**config.mk**
```make
export PLATFORM = sky130hd
export DESIGN_NAME = tcdm_bank
export DESIGN_NICKNAME = d
export VERILOG_FILES = /design/src/logic/cluster_interco_pkg.sv /design/src/logic/tcdm_bank.sv
export SDC_FILE = /design/constraint.sdc
export NUM_CORES = 2
export LEC_CHECK = 0
export BUFFER_PORTS_ARGS = -buffer_cell sky130_fd_sc_hd__buf_2
export CAP_MARGIN = 25
export CORE_MARGIN = 1.5
export CORE_UTILIZATION = 45
export CTS_CLUSTER_DIAMETER = 100
export CTS_CLUSTER_SIZE = 25
export DETAILED_ROUTE_END_ITERATION = 8
export GPL_ROUTABILITY_DRIVEN = 0
export PLACE_DENSITY_LB_ADDON = 0.15
export SLEW_MARGIN = 0
export SYNTH_ARGS = -nofsm -noshare
export SYNTH_HDL_FRONTEND = slang
export SYNTH_SLANG_ARGS = --single-unit
```
**constraint.sdc**
```tcl
create_clock -name clk_i -period 2.51 [get_ports clk_i]
set_input_delay 0.251 -clock clk_i [delete_from_list [all_inputs] [get_ports clk_i]]
set_output_delay 0.251 -clock clk_i [all_outputs]
set_load 0.005 [all_outputs]
```
**src/logic/cluster_interco_pkg.sv**
```systemverilog
package cluster_interco_pkg;

  // ********************************************************************
  // sizes and address map
  // ********************************************************************
  localparam int unsigned n_cores      = 2;
  localparam int unsigned n_banks      = 4;
  localparam int unsigned bank_words   = 64;
  localparam int unsigned bank_sel_lsb = 2;
  // row bits sit right above the bank select bits
  localparam int unsigned row_lsb      = bank_sel_lsb + $clog2(n_banks);
  localparam int unsigned tcdm_size    = 1024;

  localparam logic [31:0] periph_base  = 32'h0001_0000;
  localparam logic [31:0] periph_size  = 32'h0000_1000;
  localparam int unsigned periph_off_w = $clog2(periph_size);

  typedef logic [$clog2(n_cores)-1:0]    core_id_t;
  typedef logic [$clog2(n_banks)-1:0]    bank_idx_t;
  typedef logic [$clog2(bank_words)-1:0] row_t;

  typedef enum logic [1:0] {
    tgt_bank,
    tgt_periph,
    tgt_error
  } target_e;

  // ********************************************************************
  // core side
  // ********************************************************************
  typedef struct packed {
    logic        req;
    logic        we;
    logic [31:0] addr;
    logic [31:0] wdata;
    logic [3:0]  be;
  } core_req_t;

  typedef struct packed {
    logic        r_valid;
    logic [31:0] r_rdata;
    logic        r_err;
  } core_rsp_t;

  // ********************************************************************
  // bank and peripheral side
  // ********************************************************************
  typedef struct packed {
    logic        we;
    row_t        row;
    logic [31:0] wdata;
    logic [3:0]  be;
    core_id_t    core_id;
  } bank_req_t;

  typedef struct packed {
    logic        r_valid;
    logic [31:0] r_rdata;
    core_id_t    core_id;
  } bank_rsp_t;

  typedef struct packed {
    logic                    we;
    logic [periph_off_w-1:0] paddr;
    logic [31:0]             wdata;
    logic [3:0]              be;
    core_id_t                core_id;
  } periph_req_t;

  typedef struct packed {
    logic        r_valid;
    logic [31:0] r_rdata;
    logic        r_err;
    core_id_t    core_id;
  } periph_rsp_t;

  typedef struct packed {
    logic        psel;
    logic        penable;
    logic        pwrite;
    logic [31:0] paddr;
    logic [31:0] pwdata;
    logic [3:0]  pstrb;
  } apb_req_t;

  typedef struct packed {
    logic        pready;
    logic [31:0] prdata;
    logic        pslverr;
  } apb_rsp_t;

endpackage

```
**src/logic/tcdm_bank.sv**
```systemverilog
`timescale 1ns/100ps

module tcdm_bank import cluster_interco_pkg::*; (
  input  logic      clk_i,
  input  logic      reset_i,
  input  logic      valid_i,
  input  bank_req_t req_i,
  output bank_rsp_t rsp_o
);

  logic [31:0] mem_q [bank_words];
  logic        valid_q;
  logic [31:0] rdata_q;
  core_id_t    core_id_q;

  always_ff @(posedge clk_i) begin
    if (reset_i) begin
      valid_q <= 1'b0;
    end else begin
      valid_q <= valid_i;
    end
  end

  // ********************************************************************
  // single port array, read before write
  // ********************************************************************
  always_ff @(posedge clk_i) begin
    if (valid_i) begin
      // writes return the old word, cores drop it
      rdata_q   <= mem_q[req_i.row];
      core_id_q <= req_i.core_id;
      if (req_i.we) begin
        for (int i = 0; i < 4; i++) begin
          if (req_i.be[i]) begin
            mem_q[req_i.row][8*i +: 8] <= req_i.wdata[8*i +: 8];
          end
        end
      end
    end
  end

  assign rsp_o = '{r_valid: valid_q, r_rdata: rdata_q, core_id: core_id_q};

endmodule
```
* Word level (Yosys, flattened, before mapping) *
Memories as Yosys holds them, arrays and structs flattened. A register that Yosys moved wholly into a read port is not among the register bits.
Cells that the tools add are included.

operators by class
  multiplexer cells = 16

operators by type and width
  operator  count
  $mux W1   16

word-level totals
  register bits = 2
  output and inout port bits = 34
  logic and storage cells = 19
  memories = 1
  RAM bits = 2048

memory list
  memory  words  width  rd ports  clocked after memory_dff  wr ports  RTL line         RTL
  mem_q   64     32     1         1                         1         tcdm_bank.sv:11  logic [31:0] mem_q [bank_words];

* Depth between registers and ports, before layout *
  word-level depth = 4
  gate-level depth with buffers = 11
  mapped depth without buffers = 6

* Worst setup path after synthesis *
Ideal clock, no wire load.

  kind = in2reg
  start = in req_i[39] (netlist bit)
  end = mem mem_q[56][0] (enable)
  stages on the path = 7
  slack = 172 ps
  data arrival time = 1968 ps
  buffers on the path = 4
  data required time = 2140 ps
  cells stage by stage = buf_4 -> buf_4 -> nor3_1 -> buf_2 -> buf_1 -> nand2_1 -> nor2_1

RTL lines
  element             RTL line         RTL
  start: declaration  tcdm_bank.sv:7   input bank_req_t req_i,
  end: declaration    tcdm_bank.sv:11

No word-level cell before the write port.

==> results.md <==
* Fraction of layout cells with a size suffix above 1 at 23.10%
* Final ANT Viol Nets at 0
* Post-synth ARST share at 0%
* Avg Cell Area, Syn at 17.44 µm²
* Cell count after synthesis at 4565
* Number of setup buffers added after CTS at 0
* Sequential share of the synthesized area at 78.50%
* Fillers at 14300
* Final hold viol count at 0
* Initial Util at 45.27%
* Unrepaired setup endpoints after global routing: false
* Buf+Inv Stages, Crit Path at 1
* Io pins at 81
* Total negative slack at 0 ns
* Wire per inst at 34.44 µm
* Worst-path clk slew at 0.10 ns
* Final setup viols at 0
* YS warnings at 0
* Die Y at 423.7 µm
* Remaining routing DRC violations at 0
* Post-synth cell types at 53
* Root buffer cell: clkbuf_16
* CP arrival at 2.89 ns
* TritonCTS clock tree: built
* Setup CP Type: reg -> reg
* Worst setup path startpoint: mem_q[41][29]$_DFFE_PP_
* Highest clock rate at 423.0 MHz
* H-tree depth at 3
* First-pass GRT wire length at 363.8 mm
* Crit Reg-Reg Startpoint: mem_q[41][29]$_DFFE_PP_
* HPWL after DPL at 180.2 mm
* Worst R2R Path Depth at 7
* Worst Path Required at 3.04 ns
* Area grow syn2layout at 15.86%
* Register area at 62510 µm²
* Cell family with most CP delay: compound AO/OA/AOI/OAI gates
* GR Overflow Total at 0
* Crit start category: flip-flop
* Tightest Pin Transition at 1.104 ns
* Max VDD drop at 0.7242 mV
* Die area at 179500 µm²
* Vias post-DR at 48180
* Largest net degree at the start of global routing at 65
* Tcrit/Tclk final at 94.19%
* Worst setup path endpoint: rdata_q[29]$_DFFE_PP_
* Fin crit period at 2.364 ns
* Slew margin rel. at 26.39%
* Number of flops mapped to enable cells by yosys at 2081
* PortBufs at 80
* Vias in the first global route at 46600
* Top_reg_cell synth: edfxtp_1
* Final WL at 261.9 mm
* Die X at 423.7 µm
* LEAKAGE at 29.86 nW
* Reg2reg end: rdata_q[29]$_DFFE_PP_
* Core area at 175900 µm²
* Worst skew pair latency at 0.79 ns
* FF-to-FF setup slack at 0.15 ns
* Cts repair resizes at 0
* Crit path depth at 7
* Initial antenna violation count at 23
* PD cells at 660.1 nW/µm²
* Crit-path cells: mux2_2 > nand2_1 > a21oi_1 > a2111oi_0 > buf_4 > o22a_1 > nand4_1
* TritonRoute pass-1 iters at 6
* Syn nets at 4612
* Crit. End Element: flip-flop
* Critical Path Fanout Max at 1
* Yosys reg bits at 2082
* Cell Area, Synth at 79630 µm²
* Max stage delay cell, worst path: a2111oi_0
* Maximum clock path buffer count at 3
* Drt via density at 6.335
* Max-slew violations at 0
* CTS Buf Count at 94
* Multi-input logic area at 15670 µm²
* Worst hold path class: in -> reg
* CP max stage delay at 0.89 ns
* Cell Rows at 154
* Total track usage at 28.85%
* Nets at 5280
* Clock sinks at 2082
* Result of the run: completed
* Iter 0 DRT Violations at 6878
* Clock Skews at 0.04988 ns
* Fin Hold WS at 0.02706 ns
* Max capacitance violation total at 0
==> metal layers <==
| layer | vias up | GRT usage (%) | part of all wire, % |
|---|---|---|---|
| li1 | 20150 | - | - |
| met1 | 25160 | 40.75 | 41 |
| met2 | 2453 | 44.99 | 46 |
| met3 | 399 | 5.409 | 9.1 |
| met4 | 10 | 10.01 | 3.9 |
| met5 | - | 0 | 0.026 |
==> cell families after synthesis <==
| family | after synthesis | share of synthesized area, % |
|---|---|---|
| buffers and inverters | 367 | 2.013 |
| AOI/OAI and AO/OA | 1144 | 11.28 |
| DFF | 2082 | 78.50 |
| muxes | 320 | 4.722 |
| and+or+nand+nor | 652 | 3.487 |
==> power breakdown <==
part           internal, mW  switching (mW)  leakage [nW]  total [mW]
clock                  7.23            10.6          1.28        17.8
sequential             38.3           0.172          18.7        38.5
combinational          1.62            2.98          9.85        4.60
total                  47.2            13.7          29.9        60.9
==> state kept, by name (all words and copies together) (netlist names) <==
register   flops
mem_q       2048
core_id_q      1
valid_q        1
rdata_q       32
==> synth_stat cells (13+ instances only) <==
| cell | number | area (µm²) |
|---|---|---|
| a211o_1 | 15 | 131.4 |
| a21oi_1 | 59 | 295.3 |
| a221o_1 | 39 | 390.4 |
| a221oi_1 | 383 | 3354 |
| a22o_1 | 29 | 254.0 |
| a22oi_1 | 247 | 1854 |
| a31oi_1 | 15 | 93.84 |
| and3_1 | 14 | 87.58 |
| buf_1 | 35 | 131.4 |
| buf_2 | 120 | 600.6 |
| buf_4 | 18 | 135.1 |
| clkbuf_1 | 190 | 713.2 |
| edfxtp_1 | 2081 | 62490 |
| mux2_2 | 95 | 1070 |
| mux2i_1 | 190 | 1902 |
| mux4_2 | 35 | 788.3 |
| nand2_1 | 97 | 364.1 |
| nand3_1 | 21 | 105.1 |
| nand4_1 | 16 | 100.1 |
| nor2_1 | 407 | 1528 |
| nor3_1 | 52 | 260.3 |
| o211ai_1 | 16 | 120.1 |
| o21ai_0 | 84 | 420.4 |
| o221ai_1 | 35 | 306.5 |
| o22a_1 | 26 | 227.7 |
| o22ai_1 | 100 | 625.6 |
| o2bb2ai_1 | 15 | 131.4 |
| o31ai_1 | 13 | 97.59 |
| o32ai_1 | 20 | 175.2 |
| or4_1 | 14 | 105.1 |
==> final cells by class <==
cell class                 count  share of cell area [%]
antenna                       13                 0.03526
clock buffer                 107                   2.706
clock inverter                 8                  0.1166
inverter                       3                 0.02034
multi-input combinational   2116                   16.98
sequential                  2082                   67.76
tap                         2340                   3.173
timing repair buffer         936                   9.209
==> worst min-delay path by stage <==
stage,start,endpoint,depth (start not counted)
floorplan,reset_i,valid_q$_SDFF_PP0_,1
global placement,reset_i,valid_q$_SDFF_PP0_,2
detailed placement,reset_i,valid_q$_SDFF_PP0_,2
CTS,req_i[13],mem_q[32][8]$_DFFE_PP_,2
global route,req_i[29],mem_q[2][24]$_DFFE_PP_,2
finish,req_i[29],mem_q[2][24]$_DFFE_PP_,2
==> repair_timing <==
item	in CTS	in global routing
hold buffers	8	0
endpoints found under the setup margin	0	0
endpoints found under the hold margin	116	0
==> stage by stage <==
stage | utilization, % | cell area (µm²) | instances | worst slack [ns] | power (mW)
6_report | 52.44 | 92260 | 7605 | 0.1458 | 60.90
5_1_grt | 52.43 | 92230 | 7594 | 0.1501 | 62.29
4_1_cts | 52.42 | 92230 | 7592 | 0.2189 | 61.00
2_1_floorplan | - | 79630 | 4565 | 0.1718 | 41.01
3_3_place_gp | 50.90 | 89540 | 7469 | -0.4752 | 43.80
3_5_place_dp | 50.90 | 89540 | 7469 | -0.4822 | 43.84
==> cells in the final DEF (no fill, tap or decap), drive strengths merged, types with 39 or more instances in the layout <==
cell | synthesis | layout
buf | 174 | 928
o22ai | 100 | 100
a221o | 39 | 39
o21ai | 84 | 84
nor3 | 54 | 54
clkbuf | 190 | 107
edfxtp | 2081 | 2081
mux2i | 190 | 190
mux2 | 95 | 95
nand2 | 97 | 97
a21oi | 59 | 59
a221oi | 395 | 395
nor2 | 407 | 407
a22oi | 247 | 247
Power figures use the tool's default switching activity.
