**config.mk**
```make
export PLATFORM = sky130hd
export DESIGN_NAME = rr_arbiter
export DESIGN_NICKNAME = d
export VERILOG_FILES = /design/src/logic/cluster_interco_pkg.sv /design/src/logic/rr_arbiter.sv
export SDC_FILE = /design/constraint.sdc
export NUM_CORES = 1
export LEC_CHECK = 0
export BUFFER_PORTS_ARGS = -buffer_cell sky130_fd_sc_hd__buf_2
export CORE_AREA = 2 2 39 41
export CTS_CLUSTER_SIZE = 24
export DETAILED_ROUTE_END_ITERATION = 8
export DIE_AREA = 0 0 41 43
export GPL_TIMING_DRIVEN = 1
export PLACE_DENSITY_LB_ADDON = 0.08
export SYNTH_ARGS = -nofsm -noshare
export SYNTH_HDL_FRONTEND = slang
export SYNTH_SLANG_ARGS = --single-unit
```
**constraint.sdc**
```tcl
create_clock -name clk_i -period 1.3 [get_ports clk_i]
set_input_delay 0.26 -clock clk_i [delete_from_list [all_inputs] [get_ports clk_i]]
set_output_delay 0.26 -clock clk_i [all_outputs]
set_load 0.01 [all_outputs]
```
**src/logic/cluster_interco_pkg.sv**
```systemverilog
package cluster_interco_pkg;

  // ********************************************************************
  // sizes and address map
  // ********************************************************************
  localparam int unsigned n_cores      = 2;
  localparam int unsigned n_banks      = 4;
  localparam int unsigned bank_words   = 64;
  localparam int unsigned bank_sel_lsb = 2;
  // row bits sit right above the bank select bits
  localparam int unsigned row_lsb      = bank_sel_lsb + $clog2(n_banks);
  localparam int unsigned tcdm_size    = 1024;

  localparam logic [31:0] periph_base  = 32'h0001_0000;
  localparam logic [31:0] periph_size  = 32'h0000_1000;
  localparam int unsigned periph_off_w = $clog2(periph_size);

  typedef logic [$clog2(n_cores)-1:0]    core_id_t;
  typedef logic [$clog2(n_banks)-1:0]    bank_idx_t;
  typedef logic [$clog2(bank_words)-1:0] row_t;

  typedef enum logic [1:0] {
    tgt_bank,
    tgt_periph,
    tgt_error
  } target_e;

  // ********************************************************************
  // core side
  // ********************************************************************
  typedef struct packed {
    logic        req;
    logic        we;
    logic [31:0] addr;
    logic [31:0] wdata;
    logic [3:0]  be;
  } core_req_t;

  typedef struct packed {
    logic        r_valid;
    logic [31:0] r_rdata;
    logic        r_err;
  } core_rsp_t;

  // ********************************************************************
  // bank and peripheral side
  // ********************************************************************
  typedef struct packed {
    logic        we;
    row_t        row;
    logic [31:0] wdata;
    logic [3:0]  be;
    core_id_t    core_id;
  } bank_req_t;

  typedef struct packed {
    logic        r_valid;
    logic [31:0] r_rdata;
    core_id_t    core_id;
  } bank_rsp_t;

  typedef struct packed {
    logic                    we;
    logic [periph_off_w-1:0] paddr;
    logic [31:0]             wdata;
    logic [3:0]              be;
    core_id_t                core_id;
  } periph_req_t;

  typedef struct packed {
    logic        r_valid;
    logic [31:0] r_rdata;
    logic        r_err;
    core_id_t    core_id;
  } periph_rsp_t;

  typedef struct packed {
    logic        psel;
    logic        penable;
    logic        pwrite;
    logic [31:0] paddr;
    logic [31:0] pwdata;
    logic [3:0]  pstrb;
  } apb_req_t;

  typedef struct packed {
    logic        pready;
    logic [31:0] prdata;
    logic        pslverr;
  } apb_rsp_t;

endpackage

```
**src/logic/rr_arbiter.sv**
```systemverilog
`timescale 1ns/100ps

module rr_arbiter import cluster_interco_pkg::*; #(
  parameter type payload_t = logic
) (
  input  logic               clk_i,
  input  logic               reset_i,
  input  logic [n_cores-1:0] valid_i,
  input  payload_t           payload_i [n_cores],
  input  logic               ready_i,
  output logic [n_cores-1:0] gnt_o,
  output logic               valid_o,
  output payload_t           payload_o
);

  // core with the highest priority in the current cycle
  core_id_t prio_q;
  core_id_t win_idx;
  logic     found;

  // ********************************************************************
  // winner search starting at the priority pointer
  // ********************************************************************
  always_comb begin
    int unsigned idx;
    found   = 1'b0;
    win_idx = '0;
    for (int unsigned i = 0; i < n_cores; i++) begin
      idx = (int'(prio_q) + i) % n_cores;
      if (!found && valid_i[idx]) begin
        found   = 1'b1;
        win_idx = core_id_t'(idx);
      end
    end
  end

  always_comb begin
    gnt_o = '0;
    // no grant while the target cannot take the request
    if (found && ready_i) begin
      gnt_o[win_idx] = 1'b1;
    end
  end

  assign valid_o   = found;
  assign payload_o = payload_i[win_idx];

  // priority moves past the winner only when another core had to wait
  always_ff @(posedge clk_i) begin
    if (reset_i) begin
      prio_q <= '0;
    end else if (found && ready_i && ((valid_i & ~gnt_o) != '0)) begin
      prio_q <= core_id_t'((int'(win_idx) + 1) % n_cores);
    end
  end

  // at most one grant, and only to a requesting core
  assert property (@(posedge clk_i) disable iff (reset_i)
    $onehot0(gnt_o) && ((gnt_o & ~valid_i) == '0));

endmodule

```
==> Yosys cells after proc, flatten, opt, wreduce, memory -nomap -nowiden <==
Index checks and enable logic that the tools add are counted.
{ "op_classes": {"add_sub_neg": 2, "order_cmp": 5, "n_mux": 14, "n_bitwise": 3, "n_reduce_logical": 6} }
{ "ops": {"columns": ["cell", "count"], "rows": [
  ["$mux W1", 12],
  ["$lt A1 B2 Y1 const B", 3],
  ["$logic_and A1 B1 Y1", 4],
  ["$add A1 B1 Y1 const B", 2],
  ["$and A2 B2 Y2", 1],
  ["$ge A2 B2 Y1 const B", 1],
  ["$mux W2", 1],
  ["$not A1 Y2", 1],
  ["$not A2 Y2", 1],
  ["$reduce_bool A2 Y1", 1],
  ["$demux W1 S1", 1],
  ["$ge A1 B1 Y1 const B", 1],
  ["$logic_not A1 Y1", 1]
]} }
{ "totals": {"reg_bits": 1, "in_bits": 7, "word_cells": 31} }

==> Depth between registers and ports, before layout <==
{ "logic_depth": {"word_depth": 15, "ltp_mapped": 3, "mapped_depth_nobuf": 3} }

==> Worst setup path after synthesis <==
OpenSTA, ideal clock, no wires.
{ "synth_timing": {"path_type": "register -> output", "start": "reg prio_q", "end": "out payload_o", "arrival_time_ns": 0.830, "setup_slack_ns": 0.210, "path_stages_with_launch": 4, "path_buffers": 0, "path_cell_list": "dfxtp_1 > nand2b_1 > nand2_1 > mux2_4"} }
{ "synth_between": {"elab_chain_len": 10} }
{ "synth_rtl": {"columns": ["element", "line_no", "text"], "rows": [
  ["start: declaration", "rr_arbiter.sv:17", "core_id_t prio_q;"],
  ["start signal: assignment", "rr_arbiter.sv:53", "prio_q <= core_id_t'((int'(win_idx) + 1) % n_cores);"],
  ["$mux W1 (not written as such) (2 in series)", "rr_arbiter.sv:30", "if (!found && valid_i[idx]) begin"],
  ["$mux W1", "rr_arbiter.sv:30", null],
  ["$logic_not A1 Y1", "rr_arbiter.sv:30", null],
  ["$logic_and A1 B1 Y1", "rr_arbiter.sv:30", null],
  ["$mux W1 (*)", "rr_arbiter.sv:30", null],
  ["$not A1 Y2 (not written as such) (*)", "rr_arbiter.sv:46", "assign payload_o = payload_i[win_idx];"],
  ["$mux W1 (not written as such) (*) (3 in series)", "rr_arbiter.sv:46", null],
  ["end: declaration", "rr_arbiter.sv:13", "output payload_t payload_o"]
]} }
Every way passes the cells marked *; elsewhere a longest branch is shown, timed or not. The select of a mux whose other input is x is not followed.

==> Worst setup path in the final report <==
{ "layout_timing": {"start": "in valid_i[0]", "end": "out payload_o"} }
{ "layout_between": {"elab_chain_len": 10} }
{ "layout_rtl": {"columns": ["element", "line_no", "text"], "rows": [
  ["start: declaration", "rr_arbiter.sv:8", "input logic [n_cores-1:0] valid_i,"],
  ["$mux W1 (not written as such) (2 in series)", "rr_arbiter.sv:30", null],
  ["$mux W1", "rr_arbiter.sv:30", null],
  ["$logic_not A1 Y1", "rr_arbiter.sv:30", null],
  ["$logic_and A1 B1 Y1", "rr_arbiter.sv:30", null],
  ["$mux W1 (*)", "rr_arbiter.sv:30", null],
  ["$not A1 Y2 (not written as such) (*)", "rr_arbiter.sv:46", null],
  ["$mux W1 (not written as such) (*) (3 in series)", "rr_arbiter.sv:46", null]
]} }
Marks and branches as above.

==> impl_metrics.json <==
{
  "dp.cells": 38,
  "fin_cells": 38,
  "slowest_stage": "mux2_4",
  "r2r-end": "prio_q$_SDFFE_PP0P_",
  "worstReg2RegStart": "prio_q$_SDFFE_PP0P_",
  "largest_reg_flops": 1,
  "rr_worst_depth": 3,
  "setup_tns_ns": 0,
  "synth_cells": 11,
  "fin_crit_ns": 1.21,
  "yosys_warnings": 0,
  "utilization_pct": 11.8,
  "cap_violations": 0,
  "fp-row-count": 14,
  "fin_crit_sh_pct": 92.8,
  "min_path_cells": 2,
  "nets": 31,
  "p_leak_nw": 0.0876,
  "powerDensity_nw_per_um2": 467,
  "grt_pass1_wl_microns": 248,
  "ys_ff_latch": 1,
  "grt_start_max_net_pins": 6,
  "seq_area_sq_um": 20.0,
  "first_global_vias": 71,
  "synth.yosys.seq_area_share_pct": 23.5,
  "hold_ws_ns": 0.420,
  "post_cts_buffers": 0,
  "syn_area_sq_um": 85.1,
  "path_buf_inv": 2,
  "drt-total-wl_microns": 234,
  "dr.pass1.iters": 4,
  "multi_input_area_sq_um": 65.1,
  "fmax_mhz": 829,
  "io_pins": 11,
  "rsz0062_at_grt": "false",
  "port_buffers": 10,
  "drv_slew": 0,
  "worstPathMaxFanout": 4,
  "antenna_found_initial": 0,
  "crit_family": "multiplexers",
  "cpMostUsedCell": "buf_2",
  "min_from": "reset_i",
  "synth_top_area_share_pct": 23.5,
  "cts_hold_buf": 0,
  "vias": 110,
  "slew_headroom_pct": 89.7,
  "worst_pin_slew_ns": 0.153,
  "start_kind": "input pin",
  "vdd_ir_drop_max_uv": 158,
  "overflow": 0,
  "cpPeakStageDelay_ns": 0.29,
  "path_cells": "buf_2, nand2b_1, nand2_1, mux2_4, buf_2",
  "n_fill_cell": 158,
  "setup_viol": 0,
  "fin_skew_ns": 0,
  "drive_above_1_share_pct": 63.6,
  "hold_viol": 0,
  "viasPerCell": 2.89,
  "crit_type": "input pin to primary output",
  "hp-class": "input pin to flip-flop",
  "status": "completed",
  "synth_cell_type_count": 10,
  "fp.coreArea_sq_um": 1380,
  "remaining_drc_errors": 0,
  "total_power_w": 0.0000760,
  "wire_per_inst_microns": 6.16,
  "syn-num-nets": 18,
  "path_clk_slew_ns": 0,
  "insertion_delay_ns": 0,
  "cp.required_ns": 1.04,
  "reg_top3": "prio_q: 1 flops",
  "crit_arrival_ns": 0.95,
  "die_area_sq_um": 1760,
  "chipHeight_microns": 43,
  "globalplace.congestion": 0.493,
  "synth_area_leaders": "dfxtp_1, mux2_4, xor2_1",
  "ff2ff_setup_slack_ns": 0.54,
  "end_kind": "primary output",
  "antennaDiodeCount": 0,
  "start_util_pct": 6.15,
  "synth.avg_cell_area_sq_um": 7.73,
  "synth_largest_area_cell": "dfxtp_1",
  "ant_nets": 0,
  "final_common_cell": "buf_2",
  "gr-usage-all-layers_pct": 1.90,
  "ctsResizeCount": 0,
  "die_w_microns": 41,
  "regMostFlops": "prio_q",
  "area_delta_synth_final_pct": 91.2,
  "drt-initial-drc-count": 1,
  "min_to": "prio_q$_SDFFE_PP0P_",
  "layout_common_cells": "buf_2, nand2_1"
}
==> logic make-up after synthesis <==
logic type | after synthesis | synth area share, %
compound gates | 1 | 5.88
xor+xnor | 1 | 10.3
flops | 1 | 23.5
mux | 1 | 17.6
simple gates | 7 | 42.7
==> cells in the mapped netlist <==
| master | instances |
|---|---|
| a21oi_1 | 1 |
| and3_2 | 1 |
| dfxtp_1 | 1 |
| mux2_4 | 1 |
| nand2_1 | 2 |
| nand2b_1 | 1 |
| nand3_1 | 1 |
| nor2_1 | 1 |
| or2_2 | 1 |
| xor2_1 | 1 |
==> worst max path at each step <==
stage / cells past startpoint / endpoint / startpoint / slack [ns]
finish: 5 / payload_o / valid_i[0] / 0.09
global route: 4 / payload_o / prio_q$_SDFFE_PP0P_ / 0.04
CTS: 5 / payload_o / valid_i[0] / 0.09
detailed placement: 4 / payload_o / prio_q$_SDFFE_PP0P_ / 0.09
global placement: 5 / payload_o / valid_i[0] / 0.07
floorplan: 3 / payload_o / prio_q$_SDFFE_PP0P_ / 0.21
==> area by class of cell <==
type / instances / share of cell area (%)
multi-input combinational: 10 / 40.0
timing repair buffer: 11 / 35.4
sequential: 1 / 12.3
tap: 16 / 12.3
==> through the flow <==
stage,setup slack (ns),area (sq um)
after detailed placement,0.0911,163
final,0.0935,163
after floorplan,0.210,85.1
after CTS,0.0897,163
after global routing,0.0447,163
after global placement,0.0737,163
==> worst reg2reg max path: stages, from the launching register on <==
cell	delay, ns
dfxtp_1	0.29
buf_4	0.13
xor2_1	0.17
nor2_1	0.05
==> routing by layer <==
| metal | routed length [microns] | up-vias | GRT usage [%] |
|---|---|---|---|
| met5 | 0 | - | 0 |
| met2 | 61 | 11 | 2.50 |
| li1 | - | 59 | - |
| met3 | 53 | 0 | 0 |
| met1 | 119 | 40 | 3.49 |
| met4 | 0 | 0 | 0 |
==> report_power, final <==
group,internal (W),switching (W)
clock,0,0
combinational,0.0000235,0.0000183
sequential,0.0000332,0.000000905
total,0.0000568,0.0000192
(Power assumes the default switching activity.)
