`src/logic/cluster_interco_pkg.sv`:
```
package cluster_interco_pkg;

  // ********************************************************************
  // sizes and address map
  // ********************************************************************
  localparam int unsigned n_cores      = 2;
  localparam int unsigned n_banks      = 4;
  localparam int unsigned bank_words   = 64;
  localparam int unsigned bank_sel_lsb = 2;
  // row bits sit right above the bank select bits
  localparam int unsigned row_lsb      = bank_sel_lsb + $clog2(n_banks);
  localparam int unsigned tcdm_size    = 1024;

  localparam logic [31:0] periph_base  = 32'h0001_0000;
  localparam logic [31:0] periph_size  = 32'h0000_1000;
  localparam int unsigned periph_off_w = $clog2(periph_size);

  typedef logic [$clog2(n_cores)-1:0]    core_id_t;
  typedef logic [$clog2(n_banks)-1:0]    bank_idx_t;
  typedef logic [$clog2(bank_words)-1:0] row_t;

  typedef enum logic [1:0] {
    tgt_bank,
    tgt_periph,
    tgt_error
  } target_e;

  // ********************************************************************
  // core side
  // ********************************************************************
  typedef struct packed {
    logic        req;
    logic        we;
    logic [31:0] addr;
    logic [31:0] wdata;
    logic [3:0]  be;
  } core_req_t;

  typedef struct packed {
    logic        r_valid;
    logic [31:0] r_rdata;
    logic        r_err;
  } core_rsp_t;

  // ********************************************************************
  // bank and peripheral side
  // ********************************************************************
  typedef struct packed {
    logic        we;
    row_t        row;
    logic [31:0] wdata;
    logic [3:0]  be;
    core_id_t    core_id;
  } bank_req_t;

  typedef struct packed {
    logic        r_valid;
    logic [31:0] r_rdata;
    core_id_t    core_id;
  } bank_rsp_t;

  typedef struct packed {
    logic                    we;
    logic [periph_off_w-1:0] paddr;
    logic [31:0]             wdata;
    logic [3:0]              be;
    core_id_t                core_id;
  } periph_req_t;

  typedef struct packed {
    logic        r_valid;
    logic [31:0] r_rdata;
    logic        r_err;
    core_id_t    core_id;
  } periph_rsp_t;

  typedef struct packed {
    logic        psel;
    logic        penable;
    logic        pwrite;
    logic [31:0] paddr;
    logic [31:0] pwdata;
    logic [3:0]  pstrb;
  } apb_req_t;

  typedef struct packed {
    logic        pready;
    logic [31:0] prdata;
    logic        pslverr;
  } apb_rsp_t;

endpackage

```
`src/logic/core_req_slot.sv`:
```
`timescale 1ns/100ps

module core_req_slot import cluster_interco_pkg::*; (
  input  logic        clk_i,
  input  logic        reset_i,
  input  core_id_t    core_id_i,
  input  core_req_t   req_i,
  output logic        gnt_o,
  output core_rsp_t   rsp_o,
  output logic        bank_valid_o,
  output bank_idx_t   bank_idx_o,
  output bank_req_t   bank_req_o,
  input  logic        bank_gnt_i,
  output logic        periph_valid_o,
  output periph_req_t periph_req_o,
  input  logic        periph_gnt_i,
  input  bank_rsp_t   bank_rsp_i,
  input  periph_rsp_t periph_rsp_i
);

  logic        busy_q;
  logic        issued_q;
  target_e     target_q;
  logic        we_q;
  logic [31:0] addr_q;
  logic [31:0] wdata_q;
  logic [3:0]  be_q;
  logic        bank_hit;
  logic        periph_hit;
  logic        err_hit;

  function automatic target_e decode(logic [31:0] addr);
    if (addr < 32'(tcdm_size)) begin
      return tgt_bank;
    end else if ((addr >= periph_base) && (addr < periph_base + periph_size)) begin
      return tgt_periph;
    end
    return tgt_error;
  endfunction

  // the slot takes a new request only when empty
  assign gnt_o = req_i.req && !busy_q;

  always_ff @(posedge clk_i) begin
    if (reset_i) begin
      busy_q   <= 1'b0;
      issued_q <= 1'b0;
      target_q <= tgt_error;
    end else if (gnt_o) begin
      busy_q   <= 1'b1;
      issued_q <= 1'b0;
      target_q <= decode(req_i.addr);
    end else begin
      if (rsp_o.r_valid) begin
        busy_q <= 1'b0;
      end
      if ((bank_valid_o && bank_gnt_i) || (periph_valid_o && periph_gnt_i)) begin
        issued_q <= 1'b1;
      end
    end
  end

  always_ff @(posedge clk_i) begin
    if (gnt_o) begin
      we_q    <= req_i.we;
      addr_q  <= req_i.addr;
      wdata_q <= req_i.wdata;
      be_q    <= req_i.be;
    end
  end

  // ********************************************************************
  // requests toward the arbiters
  // ********************************************************************
  assign bank_valid_o = busy_q && !issued_q && (target_q == tgt_bank);
  assign bank_idx_o   = addr_q[bank_sel_lsb +: $bits(bank_idx_t)];
  assign bank_req_o   = '{we: we_q, row: addr_q[row_lsb +: $bits(row_t)],
                          wdata: wdata_q, be: be_q, core_id: core_id_i};

  assign periph_valid_o = busy_q && !issued_q && (target_q == tgt_periph);
  assign periph_req_o   = '{we: we_q, paddr: addr_q[periph_off_w-1:0],
                            wdata: wdata_q, be: be_q, core_id: core_id_i};

  // ********************************************************************
  // response collection
  // ********************************************************************
  assign bank_hit   = busy_q && bank_rsp_i.r_valid && (bank_rsp_i.core_id == core_id_i);
  assign periph_hit = busy_q && periph_rsp_i.r_valid && (periph_rsp_i.core_id == core_id_i);
  // decode errors answer straight from the slot, one cycle after the grant
  assign err_hit    = busy_q && (target_q == tgt_error);

  assign rsp_o.r_valid = bank_hit || periph_hit || err_hit;
  assign rsp_o.r_rdata = bank_hit ? bank_rsp_i.r_rdata :
                         periph_hit ? periph_rsp_i.r_rdata : 32'h0;
  assign rsp_o.r_err   = err_hit || (periph_hit && periph_rsp_i.r_err);

  // a grant always leaves the port closed in the following cycle
  assert property (@(posedge clk_i) disable iff (reset_i) gnt_o |=> !gnt_o);

  // bank responses only come back to a slot that issued a bank access
  assert property (@(posedge clk_i) disable iff (reset_i)
    (bank_rsp_i.r_valid && (bank_rsp_i.core_id == core_id_i))
      |-> (busy_q && issued_q && (target_q == tgt_bank)));

endmodule

```
`config.mk`:
```
export PLATFORM = sky130hd
export DESIGN_NAME = core_req_slot
export DESIGN_NICKNAME = d
export VERILOG_FILES = /design/src/logic/cluster_interco_pkg.sv /design/src/logic/core_req_slot.sv
export SDC_FILE = /design/constraint.sdc
export NUM_CORES = 1
export LEC_CHECK = 0
export ABC_AREA = 0
export ABC_CLOCK_PERIOD_IN_PS = 2600
export BUFFER_PORTS_ARGS = -buffer_cell sky130_fd_sc_hd__buf_2
export CORE_AREA = 5 5 105 107
export CTS_CLUSTER_SIZE = 8
export DETAILED_ROUTE_END_ITERATION = 10
export DIE_AREA = 0 0 110 112
export GPL_TIMING_DRIVEN = 0
export SLEW_MARGIN = 20
export SYNTH_ARGS = -nofsm -noshare
export SYNTH_HDL_FRONTEND = slang
export SYNTH_SLANG_ARGS = --single-unit
export TNS_END_PERCENT = 30
```
`constraint.sdc`:
```
create_clock -name clk_i -period 2.6 [get_ports clk_i]
set_clock_uncertainty 0.15 [all_clocks]
set_input_delay 0.39 -clock clk_i [delete_from_list [all_inputs] [get_ports clk_i]]
set_output_delay 0.39 -clock clk_i [all_outputs]
set_load 0.02 [all_outputs]
```
==> Word-level counts from Yosys, hierarchy flattened <==
Cells that the tools add are included.
{ "word_totals": {"ff_bits": 53, "in_bits": 144, "out_inout_bits": 133, "word_cells": 47} }
{ "op_classes": {"order_cmp": 3, "eq_ne": 4, "muxes": 11, "reduce_logical": 22} }
{ "op_table": {"columns": ["cell", "n"], "rows": [
  ["32-bit 2-to-1 mux", 2],
  ["32-bit by 17-bit greater-or-equal comparator with 1-bit output (second input constant)", 1],
  ["32-bit by 11-bit < comparator with 1-bit output (second input constant)", 1],
  ["32-bit by 17-bit < comparator with 1-bit output (second input constant)", 1],
  ["1-bit logical AND", 13],
  ["1-bit 2-to-1 mux", 6],
  ["2-bit 2-to-1 mux", 3],
  ["1-bit logical OR", 4],
  ["1-bit == test", 2],
  ["2-bit by 1-bit == test with 1-bit output (second input constant)", 1],
  ["2-bit == test (second input constant)", 1],
  ["1-bit logical NOT", 2],
  ["2-bit logical NOT", 1],
  ["2-bit nonzero test", 1],
  ["2-bit OR reduction", 1]
]} }

==> Logic depth before layout (Yosys ltp) <==
Gate-level depths: netlist of run 1.
{ "logic_depth": {"depth_word": 7, "ltp_mapped": 5, "depth_no_buf": 4} }

==> Worst setup path after synthesis of run 1 <==
Ideal clock, no wire load.
{ "synth_timing": {"path_type": "reg2reg", "startpoint": "register busy_q", "endpoint": "register target_q[0]", "setup_time_ns": 0.116, "t_arrival_ns": 2.097, "required_time_ns": 2.334, "slack_ns": 0.237, "stages_incl_launch_ff": 6, "n_path_buf": 1, "synth_period_minus_slack_ns": 2.363, "cell_sequence": "dfxtp_1 > clkbuf_2 > nand2b_1 > inv_1 > nor3b_1 > a31o_2"} }
{ "synth_via": {"elab_chain_cells": 2} }
{ "synth_rtl": {"columns": ["item", "line_no", "source"], "rows": [
  ["start, declared", "core_req_slot.sv:21", "logic busy_q;"],
  ["start signal, assigned", "core_req_slot.sv:46", "busy_q <= 1'b0;"],
  ["start signal, assigned", "core_req_slot.sv:50", "busy_q <= 1'b1;"],
  ["start signal, assigned", "core_req_slot.sv:55", "busy_q <= 1'b0;"],
  ["1-bit logical NOT", "core_req_slot.sv:42", "assign gnt_o = req_i.req && !busy_q;"],
  ["1-bit logical AND", "core_req_slot.sv:42", null],
  ["net gnt_o", "core_req_slot.sv:8", "output logic gnt_o,"],
  ["end signal, assigned", "core_req_slot.sv:48", "target_q <= tgt_error;"],
  ["end signal, assigned", "core_req_slot.sv:52", "target_q <= decode(req_i.addr);"],
  ["end, declared", "core_req_slot.sv:23", "target_e target_q;"]
]} }
The timed path passes the listed nets, and every way through them passes these cells.
A chain may end at the register's enable or synchronous reset.

==> Worst setup path after layout of run 1 <==
{ "layout_timing": {"startpoint": "register busy_q", "endpoint": "output port gnt_o"} }
{ "layout_via": {"elab_chain_cells": 2} }
{ "layout_rtl": {"columns": ["item", "line_no"], "rows": [
  ["1-bit logical NOT", "core_req_slot.sv:42"],
  ["1-bit logical AND", "core_req_slot.sv:42"],
  ["end, declared", "core_req_slot.sv:8"]
]} }
Every way passes these cells.

==> results of run 1 <==
[cells in the mapped netlist (all sizes together)]
cell type	count	area share, %
a41oi	1	0.34
nand2b	1	0.25
nand2	2	0.39
o32ai	1	0.34
nor2	3	0.44
nor4b	1	0.34
o21bai	1	0.29
edfxtp	49	58
nand3b	3	0.88
a31o	1	0.34
clkbuf	1	0.20
xor2	1	0.34
a22o	32	12
xnor2	1	0.34
a31oi	1	0.25
or2	1	0.25
o21ai	1	0.20
a211oi	1	0.29
dfxtp	4	3.1
nor4	4	0.98
buf	55	17
nor3	1	0.20
a311oi	1	1.0
and3	2	0.49
nor3b	1	0.29
or4	1	0.29
and4	1	0.34
inv	2	0.29
[layer usage]
layer / global-route usage (%) / part of all wire, %
met5: 0 / 0.42
met4: 4.07 / 1.3
met3: 5.33 / 12
met2: 22.3 / 50
met1: 15.5 / 36
[sequential cells by signal, summed over array words and instances, names as in the netlist]
register / flops
be_q: 4
issued_q: 1
busy_q: 1
we_q: 1
addr_q: 12
wdata_q: 32
target_q: 2
[kinds of logic (layout without fill, tap and decap cells)]
| family | after synthesis | after routing | share of synthesized area [%] |
|---|---|---|---|
| DFF | 53 | 53 | 60.9 |
| buffers and inverters | 58 | 343 | 17.7 |
| xor gates and xnor gates | 2 | 2 | 0.688 |
| AOI/OAI and AO/OA | 40 | 40 | 15.5 |
| and+or+nand+nor | 21 | 21 | 5.16 |
[per-stage QoR]
| stage | area (um^2) | total power [mW] | util (%) | hold WS [ps] |
|---|---|---|---|---|
| floorplan | 2550 | 1.40 | - | 318 |
| global placement | 4100 | 1.66 | 40.8 | 417 |
| detailed placement | 4120 | 1.67 | 41.0 | 418 |
| CTS | 4230 | 2.25 | 42.1 | 81.5 |
| global route | 4230 | 2.32 | 42.1 | 76.3 |
| finish | 4230 | 2.20 | 42.1 | 106 |
[power breakdown]
part	switching (mW)	internal (mW)	leakage (nW)
clock	0.270	0.291	0.0558
combinational	0.341	0.271	1.62
sequential	0.0267	1.00	0.502
[worst max-delay path by stage]
stage                        start                  endpoint  slack, ps  cells past startpoint
2_1_floorplan  busy_q$_SDFFE_PP0P_  target_q[0]$_SDFFE_PP0P_        240                      5
5_1_grt        busy_q$_SDFFE_PP0P_                 rsp_o[18]         30                      6
3_3_place_gp   busy_q$_SDFFE_PP0P_                     gnt_o       -510                      4
4_1_cts        busy_q$_SDFFE_PP0P_                 rsp_o[18]        110                      6
6_report       busy_q$_SDFFE_PP0P_                     gnt_o        210                      5
3_5_place_dp             core_id_i                 rsp_o[18]        360                      6
[layout make-up]
type	count	area share, %
clock inverters	2	0.917
flip-flops and latches	53	36.7
plain buffers	56	10.5
well taps	136	4.02
clock buffers	6	1.72
repair buffers	277	33.1
inverters	2	0.178
multi-input cells	63	12.8
==> results_dict.tcl, run 1 <==
set metrics [dict create \
    die_w_um 110 \
    status "completed" \
    postCtsHoldBufs 0 \
    yosysWarnings 0 \
    dieArea_um2 12300 \
    gr-total-overflow 0 \
    syn_avg_cell_area_um2 14.6 \
    final_cells 595 \
    ys_ff_latch 53 \
    reg2reg_depth 6 \
    timing.critical_path.cells "clkbuf_2 > nand2b_1 > inv_2 > buf_12 > buf_2" \
    dp.cells 587 \
    postCtsSetupRepairBufs 0 \
    powerDensity_nw_per_um2 521 \
    antenna_cells 0 \
    fp.dieH_um 112 \
    start_util_pct 25.3 \
    register_area_um2 1550 \
    tns_ps 0 \
    drive_gt1_share_pct 81.3 \
    cts_root_buf "clkbuf_8" \
    cp_data_arrival_time_ps 1850 \
    synth_nets 318 \
    drcViolationCount 0 \
    cp_max_fo 36 \
    wire_per_inst_um 15.0 \
    hpwl_um 7670 \
    fin_crit_ps 2390 \
    r2r-start "busy_q$_SDFFE_PP0P_" \
    place_ws_ps 363 \
    tritoncts "yes" \
    worst_path_max_delay_cell "inv_2" \
    vdd_drop_max_mv 0.219 \
    critPathKind "register to output port" \
    drtIter0Drc 79 \
    min_to "wdata_q[5]$_DFFE_PP_" \
    fp-row-count 37 \
    worst_r2r_endpoint "target_q[0]$_SDFFE_PP0P_" \
    rsz0062_at_grt "false" \
    yosysSeqAreaShare_pct 60.9 \
    cts_sinks 53 \
    path_clk_slew_ps 100 \
    vias_per_cell 4.17 \
    p_leak_nw 2.18 \
    grt_pass1_vias 2536 \
    syn_inst 174 \
    ctsResizeCount 0 \
    grt_max_degree 37 \
    antenna_left 0 \
    routed-via-count 2482 \
    rrSetupSlack_ps 750 \
    critPathBufInv 4 \
    finalSetupViolCount 0 \
    core-area_um2 10000 \
    cap_violations 0 \
    relSlewSlack_pct 72.5 \
    cp-end-kind "output port" \
    io_pins 277 \
    gp_congestion 0.890 \
    hold_violations 0 \
    worstHoldPathType "primary input to register" \
    crit_family "buffers and inverters" \
    setup_slack_ps 208 \
    tightest_slew_ps 413 \
    antenna_found_initial 3 \
    max_stage_delay_ps 330 \
    hold_start "req_i[9]" \
    synthDistinctLibCells 31 \
    final_nets 602 \
    cts_buffers 5 \
    grt_pass1_wl_um 12800 \
    clkLatencyLatePin_ps 300 \
    required_ps 2060 \
    slew_viol_final 0 \
    area_delta_synth_final_pct 66.1 \
    nFillCells 981 \
    grtUsageTotal_pct 13.3 \
    finalWirelength_um 8950 \
    multiInputGateArea_um2 543 \
    cts.htree.levels 2 \
    io_buffers 276 \
    synth_area_um2 2550 \
    fmax_mhz 418 \
    drtPass1Iterations 4 \
    final_cell_mix "buf_2, edfxtp_1, buf_4" \
    cp-start-kind "register" \
    final_common_cell "buf_2" \
    hold-path-cell-count 1 \
    clk_path_buf_depth 2 \
    post-route-period-util_pct 92.0 \
]
Power figures use the tool's default switching activity.
==> inputs of run 2 (changes only) <==
BUFFER_PORTS_ARGS = -buffer_cell sky130_fd_sc_hd__buf_4   (was -buffer_cell sky130_fd_sc_hd__buf_2)
==> run 2 against run 1 <==
  * Combinational power grew 23%
  * Die area unchanged
  * Power increased by 6.2%
  * Hold slack improved by 5.1 ps
  * Routed wire length up 7.7%
  * Final area up 16%
  * Sequential power barely moved
  * Non-clock buffer count is the same
  * Register-to-register slack got worse by 70 ps
  * First-iteration DRC count shrank 11%
  * Count of clock-buffer cells in the layout is 1 lower
  * Core utilization up 6.9 points
==> results_dict.tcl, run 2 (synthesis gave the netlist of run 1 again) <==
set metrics [dict create \
    status "completed" \
    cts_buffers 5 \
    rsz0062_at_grt "false" \
    ctsResizeCount 0 \
    post-route-period-util_pct 91.7 \
    p_sw_share_pct 27.5 \
    slew_viol_final 0 \
    antenna_left 0 \
    worst_path_max_delay_cell "a311oi_4" \
    routed-via-count 2434 \
    p_int_mw 1.70 \
    clockPowerShare_pct 23.8 \
    hpwl_um 8300 \
    cp-start-kind "register" \
    min_to "wdata_q[11]$_DFFE_PP_" \
    vdd_drop_max_mv 0.277 \
    final_cell_mix "buf_4, edfxtp_1, a22o_2" \
    cp_data_arrival_time_ps 1850 \
    core-area_um2 10000 \
    antenna_cells 0 \
    finalSetupViolCount 0 \
    fmax_mhz 419 \
    hold_start "req_i[15]" \
    setup_slack_ps 215 \
    tightest_slew_ps 538 \
    critPathKind "register to output port" \
    hold_violations 0 \
    clk_path_buf_depth 2 \
    place_ws_ps 397 \
    worst_r2r_endpoint "target_q[0]$_SDFFE_PP0P_" \
    vias_per_cell 4.09 \
    required_ps 2060 \
    cts_root_buf "clkbuf_8" \
    power_mw 2.34 \
    gr-total-overflow 0 \
    rrSetupSlack_ps 680 \
    dieArea_um2 12300 \
    gp_congestion 0.840 \
    grtUsageTotal_pct 14.2 \
    io_buffers 276 \
    finalWirelength_um 9640 \
    grt_pass1_wl_um 13500 \
    postCtsSetupRepairBufs 0 \
    largest-register "wdata_q" \
    antenna_found_initial 0 \
    max_stage_delay_ps 430 \
    postCtsHoldBufs 0 \
    drcViolationCount 0 \
    p_leak_nw 2.39 \
    area_delta_synth_final_pct 93.3 \
    cts.htree.levels 2 \
    whs_ps 111 \
    largest_reg_flops 32 \
    start_util_pct 25.3 \
    cp_max_fo 10 \
    tritoncts "yes" \
    crit_cells 6 \
    drtPass1Iterations 6 \
    drtIter0Drc 70 \
    fin_crit_ps 2390 \
    reg2reg_depth 6 \
    fp.dieH_um 112 \
    cts_sinks 53 \
    cap_violations 0 \
    drive_gt1_share_pct 81.5 \
    share_seq_of_total_power_pct 44.2 \
    hold-path-cell-count 1 \
    tns_ps 0 \
    final_common_cell "buf_4" \
    p_sw_uw 644 \
    wire_per_inst_um 16.2 \
    path_clk_slew_ps 100 \
    timing.critical_path.cells "clkbuf_2 > nand2_2 > a311oi_4 > buf_6 > a22o_2 > buf_4" \
    io_pins 277 \
    powerDensity_nw_per_um2 475 \
    grt_max_degree 31 \
    grt_pass1_vias 2506 \
    combinationalPowerShare_pct 32.0 \
    final_nets 602 \
    relSlewSlack_pct 64.1 \
    cp-end-kind "output port" \
    crit_family "compound AO/OA/AOI/OAI gates" \
    reg_top3 "wdata_q x32, addr_q x12, be_q x4" \
    fp-row-count 37 \
    clkLatencyLatePin_ps 290 \
    critPathBufInv 3 \
    die_w_um 110 \
    r2r-start "busy_q$_SDFFE_PP0P_" \
    worstHoldPathType "primary input to register" \
]
## run 2: metrics by stage
step | area, um^2 | std cells | util (%)
CTS | 4920 | 595 | 49.0
global route | 4920 | 595 | 49.0
detailed placement | 4810 | 587 | 47.9
floorplan | 2550 | 174 | -
finish | 4920 | 595 | 49.0
global placement | 4790 | 586 | 47.7
## run 2: metal layers
metal  share of wire [%]  global-route usage [%]  vias to the layer above
met3                  10                    4.52                        8
met4                 1.1                    3.41                        0
met2                  52                    24.6                      127
met1                  36                    16.8                     1113
li1                    -                       -                     1186
met5                   0                       0                        -
## run 2: cell type report
cell class	count	area, um^2
tap	136	170
inverter	2	7.51
multi-input combinational	63	543
fill	917	5120
buffer	56	444
timing repair buffer	277	2090
clock buffer	5	68.8
sequential	53	1550
clock inverter	3	43.8
## run 2: worst max path at each step
stage	start	endpoint	slack [ps]
2_1_floorplan	busy_q$_SDFFE_PP0P_	target_q[0]$_SDFFE_PP0P_	240
3_3_place_gp	busy_q$_SDFFE_PP0P_	gnt_o	-430
3_5_place_dp	core_id_i	rsp_o[31]	400
4_1_cts	busy_q$_SDFFE_PP0P_	rsp_o[31]	190
5_1_grt	busy_q$_SDFFE_PP0P_	rsp_o[31]	110
6_report	busy_q$_SDFFE_PP0P_	rsp_o[31]	210
## run 2: power groups by stage
stage | clock (mW) | combinational [mW] | sequential [mW]
4_1_cts | 0.583 | 0.757 | 1.04
5_1_grt | 0.613 | 0.791 | 1.04
3_3_place_gp | 0 | 0.743 | 1.06
6_report | 0.556 | 0.749 | 1.03
3_5_place_dp | 0 | 0.755 | 1.06
2_1_floorplan | 0 | 0.279 | 1.12
